$ cat config.mk
export PLATFORM = sky130hd
export DESIGN_NAME = wb_core
export DESIGN_NICKNAME = d
export VERILOG_FILES = /design/src/wb_pkg.sv /design/src/alu_unit.sv /design/src/ex_unit.sv /design/src/wb_arbiter.sv /design/src/reg_file.sv /design/src/rob_status.sv /design/src/wb_core.sv
export SDC_FILE = /design/constraint.sdc
export NUM_CORES = 2
export LEC_CHECK = 0
export ABC_AREA = 1
export BUFFER_PORTS_ARGS = -buffer_cell sky130_fd_sc_hd__buf_2
export CORE_MARGIN = 3
export CORE_UTILIZATION = 60
export CTS_BUF_LIST = sky130_fd_sc_hd__clkbuf_4
export CTS_CLUSTER_DIAMETER = 40
export DETAILED_ROUTE_END_ITERATION = 6
export PLACE_DENSITY = 0.78
export SLEW_MARGIN = 20
export SYNTH_ARGS = -nofsm -noshare
export SYNTH_HDL_FRONTEND = slang
export SYNTH_SLANG_ARGS = --single-unit
$ cat constraint.sdc
create_clock -name clk_i -period 7.78 [get_ports clk_i]
set_input_delay 1.167 -clock clk_i [delete_from_list [all_inputs] [get_ports clk_i]]
set_output_delay 1.167 -clock clk_i [all_outputs]
set_load 0.005 [all_outputs]
$ cat src/wb_pkg.sv
package wb_pkg;

  localparam int DATA_W    = 32;
  localparam int REG_ID_W  = 5;
  localparam int ROB_IDX_W = 3;
  localparam int VADDR_W   = 32;
  localparam int CAUSE_W   = 4;

  localparam int NUM_REGS  = 2 ** REG_ID_W;
  localparam int ROB_DEPTH = 2 ** ROB_IDX_W;

  // Operand and result word shared by every unit
  typedef logic [DATA_W-1:0] data_t;

  typedef logic [REG_ID_W-1:0] reg_id_t;

  typedef logic [ROB_IDX_W-1:0] rob_idx_t;

  // Faulting address carried with a memory exception
  typedef logic [VADDR_W-1:0] vaddr_t;

  typedef logic [CAUSE_W-1:0] excpt_cause_t;

  // ALU_PASS_B completes without a register write
  typedef enum logic [2:0] {
    ALU_ADD    = 3'd0,
    ALU_SUB    = 3'd1,
    ALU_AND    = 3'd2,
    ALU_OR     = 3'd3,
    ALU_XOR    = 3'd4,
    ALU_SLL    = 3'd5,
    ALU_SRL    = 3'd6,
    ALU_PASS_B = 3'd7
  } alu_op_t;

endpackage : wb_pkg

$ cat src/alu_unit.sv
module alu_unit import wb_pkg::*; #(
  parameter int ALU_DEPTH = 4
) (
  input  logic     clk_i,
  input  logic     rst_i,
  input  logic     issue_i,
  input  alu_op_t  op_i,
  input  data_t    a_i,
  input  data_t    b_i,
  input  reg_id_t  wr_reg_i,
  input  rob_idx_t rob_idx_i,
  input  logic     allowed_wb_i,
  output logic     ready_o,
  output logic     is_instr_wb_o,
  output reg_id_t  wr_reg_o,
  output rob_idx_t rob_idx_o,
  output data_t    result_o,
  output logic     credit_o
);

  localparam int PTR_W = (ALU_DEPTH > 1) ? $clog2(ALU_DEPTH) : 1;
  localparam int CNT_W = $clog2(ALU_DEPTH + 1);
  localparam int SH_W  = $clog2(DATA_W);
  localparam logic [PTR_W-1:0] LAST_PTR = PTR_W'(ALU_DEPTH - 1);

  data_t    alu_res;
  logic     stg_valid;
  logic     stg_wb;
  data_t    stg_result;
  reg_id_t  stg_wr_reg;
  rob_idx_t stg_rob_idx;

  data_t    fifo_result [ALU_DEPTH];
  reg_id_t  fifo_wr_reg [ALU_DEPTH];
  rob_idx_t fifo_rob_idx [ALU_DEPTH];
  logic     fifo_wb [ALU_DEPTH];

  logic [PTR_W-1:0] rd_ptr;
  logic [PTR_W-1:0] wr_ptr;
  logic [CNT_W-1:0] count;
  logic             pop;

  always_comb begin
    case (op_i)
      ALU_ADD: alu_res = a_i + b_i;
      ALU_SUB: alu_res = a_i - b_i;
      ALU_AND: alu_res = a_i & b_i;
      ALU_OR:  alu_res = a_i | b_i;
      ALU_XOR: alu_res = a_i ^ b_i;
      ALU_SLL: alu_res = a_i << b_i[SH_W-1:0];
      ALU_SRL: alu_res = a_i >> b_i[SH_W-1:0];
      default: alu_res = b_i;
    endcase
  end

  always_ff @(posedge clk_i) begin
    if (rst_i) begin
      stg_valid <= 1'b0;
    end else begin
      stg_valid <= issue_i;
    end
  end

  always_ff @(posedge clk_i) begin
    if (issue_i) begin
      stg_result  <= alu_res;
      stg_wr_reg  <= wr_reg_i;
      stg_rob_idx <= rob_idx_i;
      stg_wb      <= (op_i != ALU_PASS_B); // Pass-b only completes its ROB entry
    end
  end

  always_ff @(posedge clk_i) begin
    if (stg_valid) begin
      fifo_result[wr_ptr]  <= stg_result;
      fifo_wr_reg[wr_ptr]  <= stg_wr_reg;
      fifo_rob_idx[wr_ptr] <= stg_rob_idx;
      fifo_wb[wr_ptr]      <= stg_wb;
    end
  end

  assign ready_o = (count != '0);
  assign pop     = ready_o & allowed_wb_i;

  always_ff @(posedge clk_i) begin
    if (rst_i) begin
      rd_ptr   <= '0;
      wr_ptr   <= '0;
      count    <= '0;
      credit_o <= 1'b0;
    end else begin
      credit_o <= pop; // One credit back per written result
      if (stg_valid) begin
        wr_ptr <= (wr_ptr == LAST_PTR) ? '0 : wr_ptr + 1'b1;
      end
      if (pop) begin
        rd_ptr <= (rd_ptr == LAST_PTR) ? '0 : rd_ptr + 1'b1;
      end
      case ({stg_valid, pop})
        2'b10:   count <= count + 1'b1;
        2'b01:   count <= count - 1'b1;
        default: count <= count;
      endcase
    end
  end

  assign is_instr_wb_o = fifo_wb[rd_ptr];
  assign wr_reg_o      = fifo_wr_reg[rd_ptr];
  assign rob_idx_o     = fifo_rob_idx[rd_ptr];
  assign result_o      = fifo_result[rd_ptr];

endmodule : alu_unit

$ cat src/ex_unit.sv
module ex_unit import wb_pkg::*; (
  input  logic     clk_i,
  input  logic     rst_i,
  input  logic     issue_i,
  input  data_t    a_i,
  input  data_t    b_i,
  input  reg_id_t  wr_reg_i,
  input  rob_idx_t rob_idx_i,
  input  logic     allowed_wb_i,
  output logic     ready_o,
  output reg_id_t  wr_reg_o,
  output rob_idx_t rob_idx_o,
  output data_t    result_o,
  output logic     credit_o
);

  localparam int STEP_W = $clog2(DATA_W);
  localparam logic [STEP_W-1:0] LAST_STEP = STEP_W'(DATA_W - 1);

  typedef enum logic [1:0] {
    EX_IDLE,
    EX_BUSY,
    EX_DONE
  } ex_state_t;

  ex_state_t         state;
  logic [STEP_W-1:0] step_cnt;
  data_t             acc;
  data_t             mcand;
  data_t             mplier;
  logic              start;
  logic              pop;

  assign start = issue_i && (state == EX_IDLE);
  assign pop   = ready_o && allowed_wb_i;

  always_ff @(posedge clk_i) begin
    if (rst_i) begin
      state    <= EX_IDLE;
      step_cnt <= '0;
      credit_o <= 1'b0;
    end else begin
      credit_o <= pop;
      case (state)
        EX_IDLE: begin
          if (start) begin
            state    <= EX_BUSY;
            step_cnt <= '0;
          end
        end
        EX_BUSY: begin
          step_cnt <= step_cnt + 1'b1;
          if (step_cnt == LAST_STEP) begin
            state <= EX_DONE;
          end
        end
        EX_DONE: begin
          if (pop) begin
            state <= EX_IDLE; // Held here while memory or a stall blocks writeback
          end
        end
        default: state <= EX_IDLE;
      endcase
    end
  end

  always_ff @(posedge clk_i) begin
    if (start) begin
      acc       <= '0;
      mcand     <= a_i;
      mplier    <= b_i;
      wr_reg_o  <= wr_reg_i;
      rob_idx_o <= rob_idx_i;
    end else if (state == EX_BUSY) begin
      if (mplier[0]) begin
        acc <= acc + mcand; // Bits above DATA_W are dropped
      end
      mcand  <= mcand << 1;
      mplier <= mplier >> 1;
    end
  end

  assign ready_o  = (state == EX_DONE);
  assign result_o = acc;

endmodule : ex_unit

$ cat src/wb_arbiter.sv
module wb_arbiter import wb_pkg::*; (
  input  logic         alu_ready_i,
  input  logic         alu_is_instr_wb_i,
  input  rob_idx_t     alu_rob_idx_i,
  input  reg_id_t      alu_wr_reg_i,
  input  data_t        alu_result_i,
  input  logic         ex_ready_i,
  input  rob_idx_t     ex_rob_idx_i,
  input  reg_id_t      ex_wr_reg_i,
  input  data_t        ex_result_i,
  input  logic         mem_ready_i,
  input  logic         mem_excpt_i,
  input  logic         mem_reg_wr_en_i,
  input  rob_idx_t     mem_rob_idx_i,
  input  reg_id_t      mem_wr_reg_i,
  input  data_t        data_from_mem_i,
  input  vaddr_t       mem_excpt_tval_i,
  input  excpt_cause_t mem_excpt_cause_i,
  output logic         reg_wr_en_o,
  output logic         instr_with_excpt_o,
  output logic         instr_is_completed_o,
  output logic         ex_allowed_wb_o,
  output logic         alu_allowed_wb_o,
  output rob_idx_t     rob_idx_o,
  output reg_id_t      wr_reg_o,
  output data_t        data_to_reg_o,
  output vaddr_t       instr_excpt_tval_o,
  output excpt_cause_t instr_excpt_cause_o
);

  always_comb begin : arbitrate
    reg_wr_en_o          = 1'b0;
    wr_reg_o             = '0;
    data_to_reg_o        = '0;
    instr_is_completed_o = 1'b0;
    instr_with_excpt_o   = 1'b0;
    instr_excpt_tval_o   = '0;
    instr_excpt_cause_o  = '0;
    rob_idx_o            = '0;
    ex_allowed_wb_o      = 1'b1;
    alu_allowed_wb_o     = 1'b1;

    if (mem_ready_i) begin
      // Memory has no back-pressure so it always wins
      ex_allowed_wb_o  = 1'b0;
      alu_allowed_wb_o = 1'b0;
      wr_reg_o         = mem_wr_reg_i;
      data_to_reg_o    = data_from_mem_i;
      rob_idx_o        = mem_rob_idx_i;
      if (mem_excpt_i) begin
        instr_with_excpt_o  = 1'b1; // No register write on a faulting access
        instr_excpt_tval_o  = mem_excpt_tval_i;
        instr_excpt_cause_o = mem_excpt_cause_i;
      end else begin
        instr_is_completed_o = 1'b1;
        reg_wr_en_o          = mem_reg_wr_en_i;
      end
    end else if (ex_ready_i) begin
      alu_allowed_wb_o     = 1'b0;
      reg_wr_en_o          = 1'b1;
      wr_reg_o             = ex_wr_reg_i;
      data_to_reg_o        = ex_result_i;
      rob_idx_o            = ex_rob_idx_i;
      instr_is_completed_o = 1'b1;
    end else if (alu_ready_i) begin
      reg_wr_en_o          = alu_is_instr_wb_i;
      wr_reg_o             = alu_wr_reg_i;
      data_to_reg_o        = alu_result_i;
      rob_idx_o            = alu_rob_idx_i;
      instr_is_completed_o = 1'b1;
    end
  end

endmodule : wb_arbiter

$ cat src/reg_file.sv
module reg_file import wb_pkg::*; (
  input  logic    clk_i,
  input  logic    rst_i,
  input  logic    wr_en_i,
  input  reg_id_t wr_reg_i,
  input  data_t   wr_data_i,
  input  reg_id_t rd_addr_i,
  output data_t   rd_data_o
);

  data_t regs [NUM_REGS];

  always_ff @(posedge clk_i) begin
    if (rst_i) begin
      for (int i = 0; i < NUM_REGS; i++) begin
        regs[i] <= '0;
      end
    end else if (wr_en_i && (wr_reg_i != '0)) begin
      regs[wr_reg_i] <= wr_data_i;
    end
  end

  // Register 0 reads as zero whatever is stored there
  assign rd_data_o = (rd_addr_i == '0) ? '0 : regs[rd_addr_i];

endmodule : reg_file

$ cat src/rob_status.sv
module rob_status import wb_pkg::*; (
  input  logic         clk_i,
  input  logic         rst_i,
  input  logic         alloc_i,
  input  logic         complete_i,
  input  logic         excpt_i,
  input  rob_idx_t     idx_i,
  input  vaddr_t       tval_i,
  input  excpt_cause_t cause_i,
  output rob_idx_t     alloc_idx_o,
  output logic         full_o,
  output logic         retire_valid_o,
  output rob_idx_t     retire_idx_o,
  output logic         retire_excpt_o,
  output excpt_cause_t retire_cause_o,
  output vaddr_t       retire_tval_o
);

  rob_idx_t             head;
  rob_idx_t             tail;
  logic [ROB_IDX_W:0]   count;
  logic [ROB_DEPTH-1:0] done;
  logic [ROB_DEPTH-1:0] excpt;
  excpt_cause_t         cause [ROB_DEPTH];
  vaddr_t               tval [ROB_DEPTH];
  logic                 do_alloc;
  logic                 do_retire;

  assign full_o      = (count == (ROB_IDX_W + 1)'(ROB_DEPTH));
  assign alloc_idx_o = tail; // Valid in the same cycle as alloc_i
  assign do_alloc    = alloc_i && !full_o;
  assign do_retire   = (count != '0) && done[head];

  always_ff @(posedge clk_i) begin
    if (rst_i) begin
      head           <= '0;
      tail           <= '0;
      count          <= '0;
      done           <= '0;
      excpt          <= '0;
      retire_valid_o <= 1'b0;
    end else begin
      retire_valid_o <= do_retire;
      if (do_alloc) begin
        done[tail]  <= 1'b0;
        excpt[tail] <= 1'b0;
        tail        <= tail + 1'b1;
      end
      if (complete_i || excpt_i) begin
        done[idx_i] <= 1'b1;
      end
      if (excpt_i) begin
        excpt[idx_i] <= 1'b1;
      end
      if (do_retire) begin
        done[head] <= 1'b0; // Entry is free for the next allocation
        head       <= head + 1'b1;
      end
      case ({do_alloc, do_retire})
        2'b10:   count <= count + 1'b1;
        2'b01:   count <= count - 1'b1;
        default: count <= count;
      endcase
    end
  end

  always_ff @(posedge clk_i) begin
    if (excpt_i) begin
      cause[idx_i] <= cause_i;
      tval[idx_i]  <= tval_i;
    end
  end

  always_ff @(posedge clk_i) begin
    if (do_retire) begin
      retire_idx_o   <= head;
      retire_excpt_o <= excpt[head];
      retire_cause_o <= cause[head];
      retire_tval_o  <= tval[head];
    end
  end

endmodule : rob_status

$ cat src/wb_core.sv
module wb_core import wb_pkg::*; #(
  parameter int ALU_DEPTH = 4
) (
  input  logic         clk_i,
  input  logic         rst_i,
  input  logic         alu_issue_i,
  input  alu_op_t      alu_op_i,
  input  data_t        alu_a_i,
  input  data_t        alu_b_i,
  input  reg_id_t      alu_wr_reg_i,
  input  rob_idx_t     alu_rob_idx_i,
  output logic         alu_credit_o,
  input  logic         ex_issue_i,
  input  data_t        ex_a_i,
  input  data_t        ex_b_i,
  input  reg_id_t      ex_wr_reg_i,
  input  rob_idx_t     ex_rob_idx_i,
  output logic         ex_credit_o,
  input  logic         mem_ready_i,
  input  logic         mem_excpt_i,
  input  logic         mem_reg_wr_en_i,
  input  reg_id_t      mem_wr_reg_i,
  input  data_t        data_from_mem_i,
  input  rob_idx_t     mem_rob_idx_i,
  input  vaddr_t       mem_excpt_tval_i,
  input  excpt_cause_t mem_excpt_cause_i,
  input  logic         alloc_i,
  output rob_idx_t     alloc_rob_idx_o,
  output logic         rob_full_o,
  output logic         retire_valid_o,
  output rob_idx_t     retire_rob_idx_o,
  output logic         retire_excpt_o,
  output excpt_cause_t retire_cause_o,
  output vaddr_t       retire_tval_o,
  input  reg_id_t      rd_addr_i,
  output data_t        rd_data_o
);

  logic         alu_ready;
  logic         alu_is_instr_wb;
  reg_id_t      alu_wr_reg;
  rob_idx_t     alu_rob_idx;
  data_t        alu_result;
  logic         alu_allowed_wb;
  logic         ex_ready;
  reg_id_t      ex_wr_reg;
  rob_idx_t     ex_rob_idx;
  data_t        ex_result;
  logic         ex_allowed_wb;
  logic         wb_reg_wr_en;
  logic         wb_excpt;
  logic         wb_completed;
  rob_idx_t     wb_rob_idx;
  reg_id_t      wb_wr_reg;
  data_t        wb_data;
  vaddr_t       wb_tval;
  excpt_cause_t wb_cause;

  alu_unit #(.ALU_DEPTH(ALU_DEPTH)) i_alu_unit (
    .clk_i, .rst_i,
    .issue_i(alu_issue_i), .op_i(alu_op_i), .a_i(alu_a_i), .b_i(alu_b_i),
    .wr_reg_i(alu_wr_reg_i), .rob_idx_i(alu_rob_idx_i), .allowed_wb_i(alu_allowed_wb),
    .ready_o(alu_ready), .is_instr_wb_o(alu_is_instr_wb), .wr_reg_o(alu_wr_reg),
    .rob_idx_o(alu_rob_idx), .result_o(alu_result), .credit_o(alu_credit_o)
  );

  ex_unit i_ex_unit (
    .clk_i, .rst_i,
    .issue_i(ex_issue_i), .a_i(ex_a_i), .b_i(ex_b_i), .wr_reg_i(ex_wr_reg_i),
    .rob_idx_i(ex_rob_idx_i), .allowed_wb_i(ex_allowed_wb),
    .ready_o(ex_ready), .wr_reg_o(ex_wr_reg), .rob_idx_o(ex_rob_idx),
    .result_o(ex_result), .credit_o(ex_credit_o)
  );

  wb_arbiter i_wb_arbiter (
    .alu_ready_i(alu_ready), .alu_is_instr_wb_i(alu_is_instr_wb),
    .alu_rob_idx_i(alu_rob_idx), .alu_wr_reg_i(alu_wr_reg), .alu_result_i(alu_result),
    .ex_ready_i(ex_ready), .ex_rob_idx_i(ex_rob_idx), .ex_wr_reg_i(ex_wr_reg),
    .ex_result_i(ex_result),
    .mem_ready_i, .mem_excpt_i, .mem_reg_wr_en_i, .mem_rob_idx_i, .mem_wr_reg_i,
    .data_from_mem_i, .mem_excpt_tval_i, .mem_excpt_cause_i,
    .reg_wr_en_o(wb_reg_wr_en), .instr_with_excpt_o(wb_excpt),
    .instr_is_completed_o(wb_completed), .ex_allowed_wb_o(ex_allowed_wb),
    .alu_allowed_wb_o(alu_allowed_wb), .rob_idx_o(wb_rob_idx), .wr_reg_o(wb_wr_reg),
    .data_to_reg_o(wb_data), .instr_excpt_tval_o(wb_tval), .instr_excpt_cause_o(wb_cause)
  );

  reg_file i_reg_file (
    .clk_i, .rst_i,
    .wr_en_i(wb_reg_wr_en), .wr_reg_i(wb_wr_reg), .wr_data_i(wb_data),
    .rd_addr_i, .rd_data_o
  );

  rob_status i_rob_status (
    .clk_i, .rst_i,
    .alloc_i, .complete_i(wb_completed), .excpt_i(wb_excpt), .idx_i(wb_rob_idx),
    .tval_i(wb_tval), .cause_i(wb_cause),
    .alloc_idx_o(alloc_rob_idx_o), .full_o(rob_full_o), .retire_valid_o,
    .retire_idx_o(retire_rob_idx_o), .retire_excpt_o, .retire_cause_o, .retire_tval_o
  );

endmodule : wb_core

# After elaboration in Yosys (flattened, before gate mapping)
# Memory sizes are Yosys's and may differ from the RTL's. A register that Yosys moved wholly into a read port is not among the register bits.
# Index checks and enable logic that the tools add are counted.
op_classes:
  shifts: 2
  addsub: 12
  muxes: 80
  bitwise_logic: 11
  n_reduce_logical: 24
  n_eq_ne: 20
  n_lt_le_gt_ge: 6
op_table:
  columns: ["cell", "n"]
  rows:
  - ["2-to-1 mux 32 bit", 11]
  - ["one-hot mux 32 bit (7 select lines)", 1]
  - ["adder 32 bit", 2]
  - ["2-to-1 mux 8 bit", 8]
  - ["AND 32 bit", 1]
  - ["OR 32 bit", 1]
  - ["OR reduction 32 bit", 1]
  - ["<< shifter 32 x 5 -> 32 bit", 1]
  - ["right shift 32 x 5 -> 32 bit", 1]
  - ["subtractor 32 bit", 1]
  - ["bitwise XOR 32 bit", 1]
  - ["2-to-1 mux 1 bit", 28]
  - ["2-to-1 mux 2 bit", 13]
  - ["2-to-1 mux 5 bit", 5]
  - ["AND 8 bit", 3]
  - ["inverter 8 bit", 2]
  - ["OR 8 bit", 2]
  - ["less-than comparator 3 x 4 -> 1 bit (second input constant)", 3]
  - ["== test 2 bit (second input constant)", 5]
  - ["one-hot mux 5 bit (2 select lines)", 1]
  - ["adder 3 x 1 -> 3 bit (second input constant)", 3]
  - ["demux 1 bit (select 3 bit)", 3]
  - ["== test 3 bit (second input constant)", 3]
  - ["greater-or-equal comparator 3 x 1 -> 1 bit (second input constant)", 3]
  - ["32 further kinds", 52]
word_totals:
  in_bits: 236
  out_inout_bits: 79
  ram_bits: 1476
  regBits: 193
  wordCells: 187
  memories: 7
memory_table:
  columns: ["memory", "words", "width", "read_ports", "rd_ports_with_merged_regs", "wr", "line", "text"]
  rows:
  - ["i_reg_file.regs", 32, 32, 1, 0, 32, "reg_file.sv:11", "data_t regs [NUM_REGS];"]
  - ["i_rob_status.tval", 8, 32, 1, 1, 1, "rob_status.sv:25", "vaddr_t tval [ROB_DEPTH];"]
  - ["i_alu_unit.fifo_result", 4, 32, 1, 1, 1, "alu_unit.sv:33", "data_t fifo_result [ALU_DEPTH];"]
  - ["i_rob_status.cause", 8, 4, 1, 1, 1, "rob_status.sv:24", "excpt_cause_t cause [ROB_DEPTH];"]
  - ["i_alu_unit.fifo_wr_reg", 4, 5, 1, 1, 1, "alu_unit.sv:34", "reg_id_t fifo_wr_reg [ALU_DEPTH];"]
  - ["i_alu_unit.fifo_rob_idx", 4, 3, 1, 1, 1, "alu_unit.sv:35", "rob_idx_t fifo_rob_idx [ALU_DEPTH];"]
  - ["1 more memories", null, null, null, null, null, null, null]

# Logic depth before layout (Yosys ltp)
logic_depth:
  ltp_word: 13
  ltp_mapped: 26
  mapped_depth_nobuf: 23

# By module
# Synthesis repeated with hierarchy kept, for this count alone.
hier_totals:
  hier_cells: 9384
  hier_area_um2: 84461.0
by_module_without_submodules:
  columns: ["mod", "seq_area_each_um2", "cells_each", "area_each_um2", "n_inst"]
  rows:
  - ["reg_file", 30749.5, 4795, 46108.0, 1]
  - ["alu_unit", 6376.1, 2194, 16144.2, 1]
  - ["rob_status", 10390.0, 1029, 13746.9, 1]
  - ["ex_unit", 2962.8, 977, 6910.4, 1]
  - ["wb_arbiter", 0.0, 389, 1551.5, 1]

# Least setup slack after synthesis
# Ideal clock, no wire load.
synth_timing:
  path_kind: "input port to flip-flop"
  start: "in mem_excpt_i"
  end: "mem i_reg_file.regs[11][0] in the netlist's numbering, enable pin"
  setup_time_ns: 0.466
  arrival_time_ns: 4.587
  required_ns: 7.314
  n_path_buf: 1
  setup_slack_ns: 2.727
  stages: 8
  path_cell_list: "nand2_1 > clkinv_1 > nor2_1 > nand2_1 > inv_2 > nand3_1 > clkbuf_1 > o21ai_0"
synth_rtl:
  columns: ["item", "line", "text"]
  rows:
  - ["start, declared", "wb_core.sv:20", "input logic mem_excpt_i,"]
  - ["end, declared", "reg_file.sv:11", null]

# Worst setup path after layout
layout_timing:
  start: "in rd_addr_i[0]"
  end: "out rd_data_o[29]"
layout_via:
  elab_chain_cells: 2
  word_cells_on_any_way: 3
  cone_classes: "1 x mux; 1 x reduce/logical; 1 x memory"
layout_rtl:
  columns: ["item", "line", "text"]
  rows:
  - ["start, declared", "wb_core.sv:35", "input reg_id_t rd_addr_i,"]
  - ["memory read (32 x 32 bit) / logical NOT 5 bit (equally long branches)", null, null]
  - ["2-to-1 mux 32 bit (*)", "reg_file.sv:24", "assign rd_data_o = (rd_addr_i == '0) ? '0 : regs[rd_addr_i];"]
  - ["end, declared", "wb_core.sv:36", "output data_t rd_data_o"]
# Mark *: on every way between the ends. The rest lies on a longest branch, timed or not.

==> results.yml <==
grt:
  grt_first_pass_wirelength_um: 385000
  met1_usage_pct: 46.4
  grt_overflow: 0
  grt_use_met3_pct: 7.91
  grt_max_degree: 196
  grt_pass1_vias: 66500
  grtUsageMet2_pct: 54.9
  antenna_found_initial: 9
  top_usage_layer: "met2"
  grtUsageTotal_pct: 35.6
power_and_ir_drop:
  clkPwrFrac_pct: 32.5
  leakagePower_nw: 35.4
  vdd_drop_max_mv: 0.220
  seq_power_share_pct: 48.0
  internal-power_mw: 15.7
  power_mw: 22.9
  p_comb_share_pct: 19.5
  p_sw_share_pct: 31.4
  p_switching_mw: 7.20
  power_density_nw_per_um2: 252
placed_design:
  pre_cts_slack_ps: 2460
  gp_congestion: 1.02
  place_area_um2: 85300
  port_buffers: 314
  dpl.hpwl_um: 156000
  dp.cells: 10100
clock_tree:
  clockBufferDepth: 4
  cts_buffers: 436
  clock_latency_ps: 1390
  root_buffer: "clkbuf_4"
  cts.clk_slew.worst_paths_ps: 70
  cts_tree: "yes"
  cts.sinks: 1707
  htree_levels: 5
setup_path:
  required_ps: 6610
  crit_path_max_fanout: 143
  critPathKind: "primary input to output pin"
  critPathLaunchType: "primary input"
  cp-end-kind: "output pin"
  cp.arrival_ps: 4360
cells_and_area:
  utilization_pct: 66.9
  seqCellArea_um2: 50500
  fill_cells: 10400
  design_area_um2: 90900
  nets: 9118
  multi_input_area_um2: 28000
  largest_reg_flops: 1024
  largestRegisters: "i_reg_file.regs: 1024 flops, i_rob_status.tval: 256 flops, i_alu_unit.fifo_result: 128 flops"
  syn_to_final_growth_pct: 10.4
  regMostFlops: "i_reg_file.regs"
  drive_above_1_share_pct: 13.9
  final_cell_count_no_fill: 10800
detailed_routing:
  finalWirelength_um: 256000
  drcViolationCount: 2
  drt_first_pass_iters: 7
  drtAntennaViolNets: 0
  wl_per_cell_um: 23.7
  viasPerCell: 6.31
  drtIter0Drc: 9311
  vias: 68300
run_status:
  status: "finished with violations"
  violations: "DRC"
logic_synthesis:
  synthCells: 8428
  mappedNetlistArea_um2: 82400
  yosys.area.top_type: "edfxtp_1"
  ys_seq_area_share_pct: 61.3
  post-synth-top-count-cell: "edfxtp_1"
  synth_compound_area_share_pct: 11.7
  synth_commonest_cells: "edfxtp_1 (1629), nor2_1 (1551), nand2_1 (1214)"
  postSynthAreaPerCell_um2: 9.77
  async_flop_share_pct: 0
  synth_edf_count: 1629
  synthTopCellsByArea: "edfxtp_1 (59%), nor2_1 (7.1%), nand2_1 (5.5%)"
  synthAdderAreaFrac_pct: 2.24
  synth_top_family_by_area: "simple AND/OR/NAND/NOR gates"
  synth_warnings: 0
  synthSimpleGateAreaFrac_pct: 19.0
  yosysUniqueCellTypes: 49
  muxShareOfSynthArea_pct: 0
  synth-seq-cells: 1707
  synth_top_area_share_pct: 59.4
  yosys_most_used_dff: "edfxtp_1"
  synthXorXnorAreaFrac_pct: 0.500
timing:
  tightest_slew_ps: 1130
  timing.final.ws_setup_ps: 2250
  fin_crit_ps: 5530
  setup_violations: 0
  finClkSkew_ps: 163
  min_period_over_period_pct: 71.1
  rsz0062_at_grt: "false"
  report.final.slew_viol_count: 0
  fmax_mhz: 181
  setup-tns-final_ps: 0
  holdWs_ps: 134
  relSlewSlack_pct: 24.1
  hold_viol_final: 0
die:
  dieArea_um2: 142000
  core_area_um2: 136000
  die_h_um: 376
  io_pins: 315
  start_util_pct: 60.6
  rows: 135
  die_x_um: 376
flow_run:
  maxCapViolations: 0
hold_path:
  hold_class: "primary input to flip-flop"
==> area by class of cell <==
class	count	share of cell area, %
Tap cell	1781	2.45
Inverter	447	1.86
Clock inverter	101	0.597
Multi-Input combinational cell	5650	30.8
Antenna cell	10	0.0275
Sequential cell	1707	55.5
Timing Repair Buffer	495	3.42
Clock buffer	641	5.29
==> worst max-delay path: stages <==
cell and delay, ps:
buf_8 260, inv_8 590, buf_12 430, o21ai_0 140
o221ai_1 320, nand3_1 180, nand3_1 280, nand2_1 100
nor2_1 320, buf_2 190
==> kinds of logic (layout without fill, tap and decap cells) <==
| kind of cell | Yosys count | after routing |
|---|---|---|
| AND/OR/NAND/NOR | 3801 | 3801 |
| flip-flops | 1707 | 1707 |
| other | 1 | 42 |
| buffers and inverters | 1102 | 1684 |
| XOR/XNOR | 47 | 47 |
| AO/OA/AOI/OAI | 1625 | 1625 |
| adder cells (fa/ha/maj) | 145 | 145 |
==> metal layers <==
layer | vias to the layer above | routed length [um]
li1 | 30500 | -
met2 | 4883 | 117000
met1 | 32200 | 92300
met5 | - | 23
met4 | 4 | 16100
met3 | 825 | 30900
==> power groups by stage <==
| stage | clock [mW] | combinational, mW | sequential, mW |
|---|---|---|---|
| floorplan | 0 | 2.79 | 11.1 |
| global placement | 0 | 4.24 | 11.2 |
| detailed placement | 0 | 4.33 | 11.2 |
| CTS | 7.54 | 4.36 | 11.0 |
| global route | 8.03 | 4.80 | 11.0 |
| finish | 7.46 | 4.47 | 11.0 |
==> placed cells by master, fill, tap and decap left out, types with 13 or more instances in the layout <==
cell / Yosys / final
a21oi_1: 248 / 248
o21a_1: 78 / 78
o21ai_0: 857 / 844
nand3_1: 522 / 520
buf_4: 2 / 163
o21ai_4: 0 / 13
xor2_1: 42 / 42
buf_2: 99 / 309
nor3_1: 442 / 442
edfxtp_1: 1629 / 1629
nand4_1: 26 / 26
conb_1: 1 / 32
a221oi_1: 43 / 43
o221ai_1: 186 / 186
o21bai_1: 20 / 20
and2_1: 15 / 15
inv_2: 15 / 27
clkinv_1: 8 / 86
clkinv_2: 0 / 20
nor2_1: 1551 / 1516
o211ai_1: 42 / 42
clkbuf_4: 0 / 641
dlygate4sd3_1: 0 / 13
inv_1: 424 / 404
nand2_1: 1214 / 1205
dfxtp_1: 78 / 76
nor2_2: 4 / 37
o2111ai_1: 38 / 38
o22ai_1: 72 / 72
ha_1: 141 / 141
==> worst paths after layout <==
| check | startpoint | end | slack (ps) | depth (start not counted) |
|---|---|---|---|---|
| hold reg to reg | i_alu_unit.count[0] | i_alu_unit.count[0] | 460 | 1 |
| hold / removal | rst_i | i_rob_status.excpt[5] | 130 | 2 |
| setup / recovery | rd_addr_i[0] | rd_data_o[29] | 2250 | 10 |
| setup reg to reg | flip-flop | i_reg_file.regs[23][3] | 3200 | 10 |
==> what timing repair did <==
action | in CTS | in global routing
hold endpoints to repair | 13 | 0
setup buffers | 0 | 0
endpoints found under the setup margin | 0 | 0
hold buffers | 13 | 0
gates resized for setup | 0 | 0
Note: power is estimated with default switching activity, not from simulation.
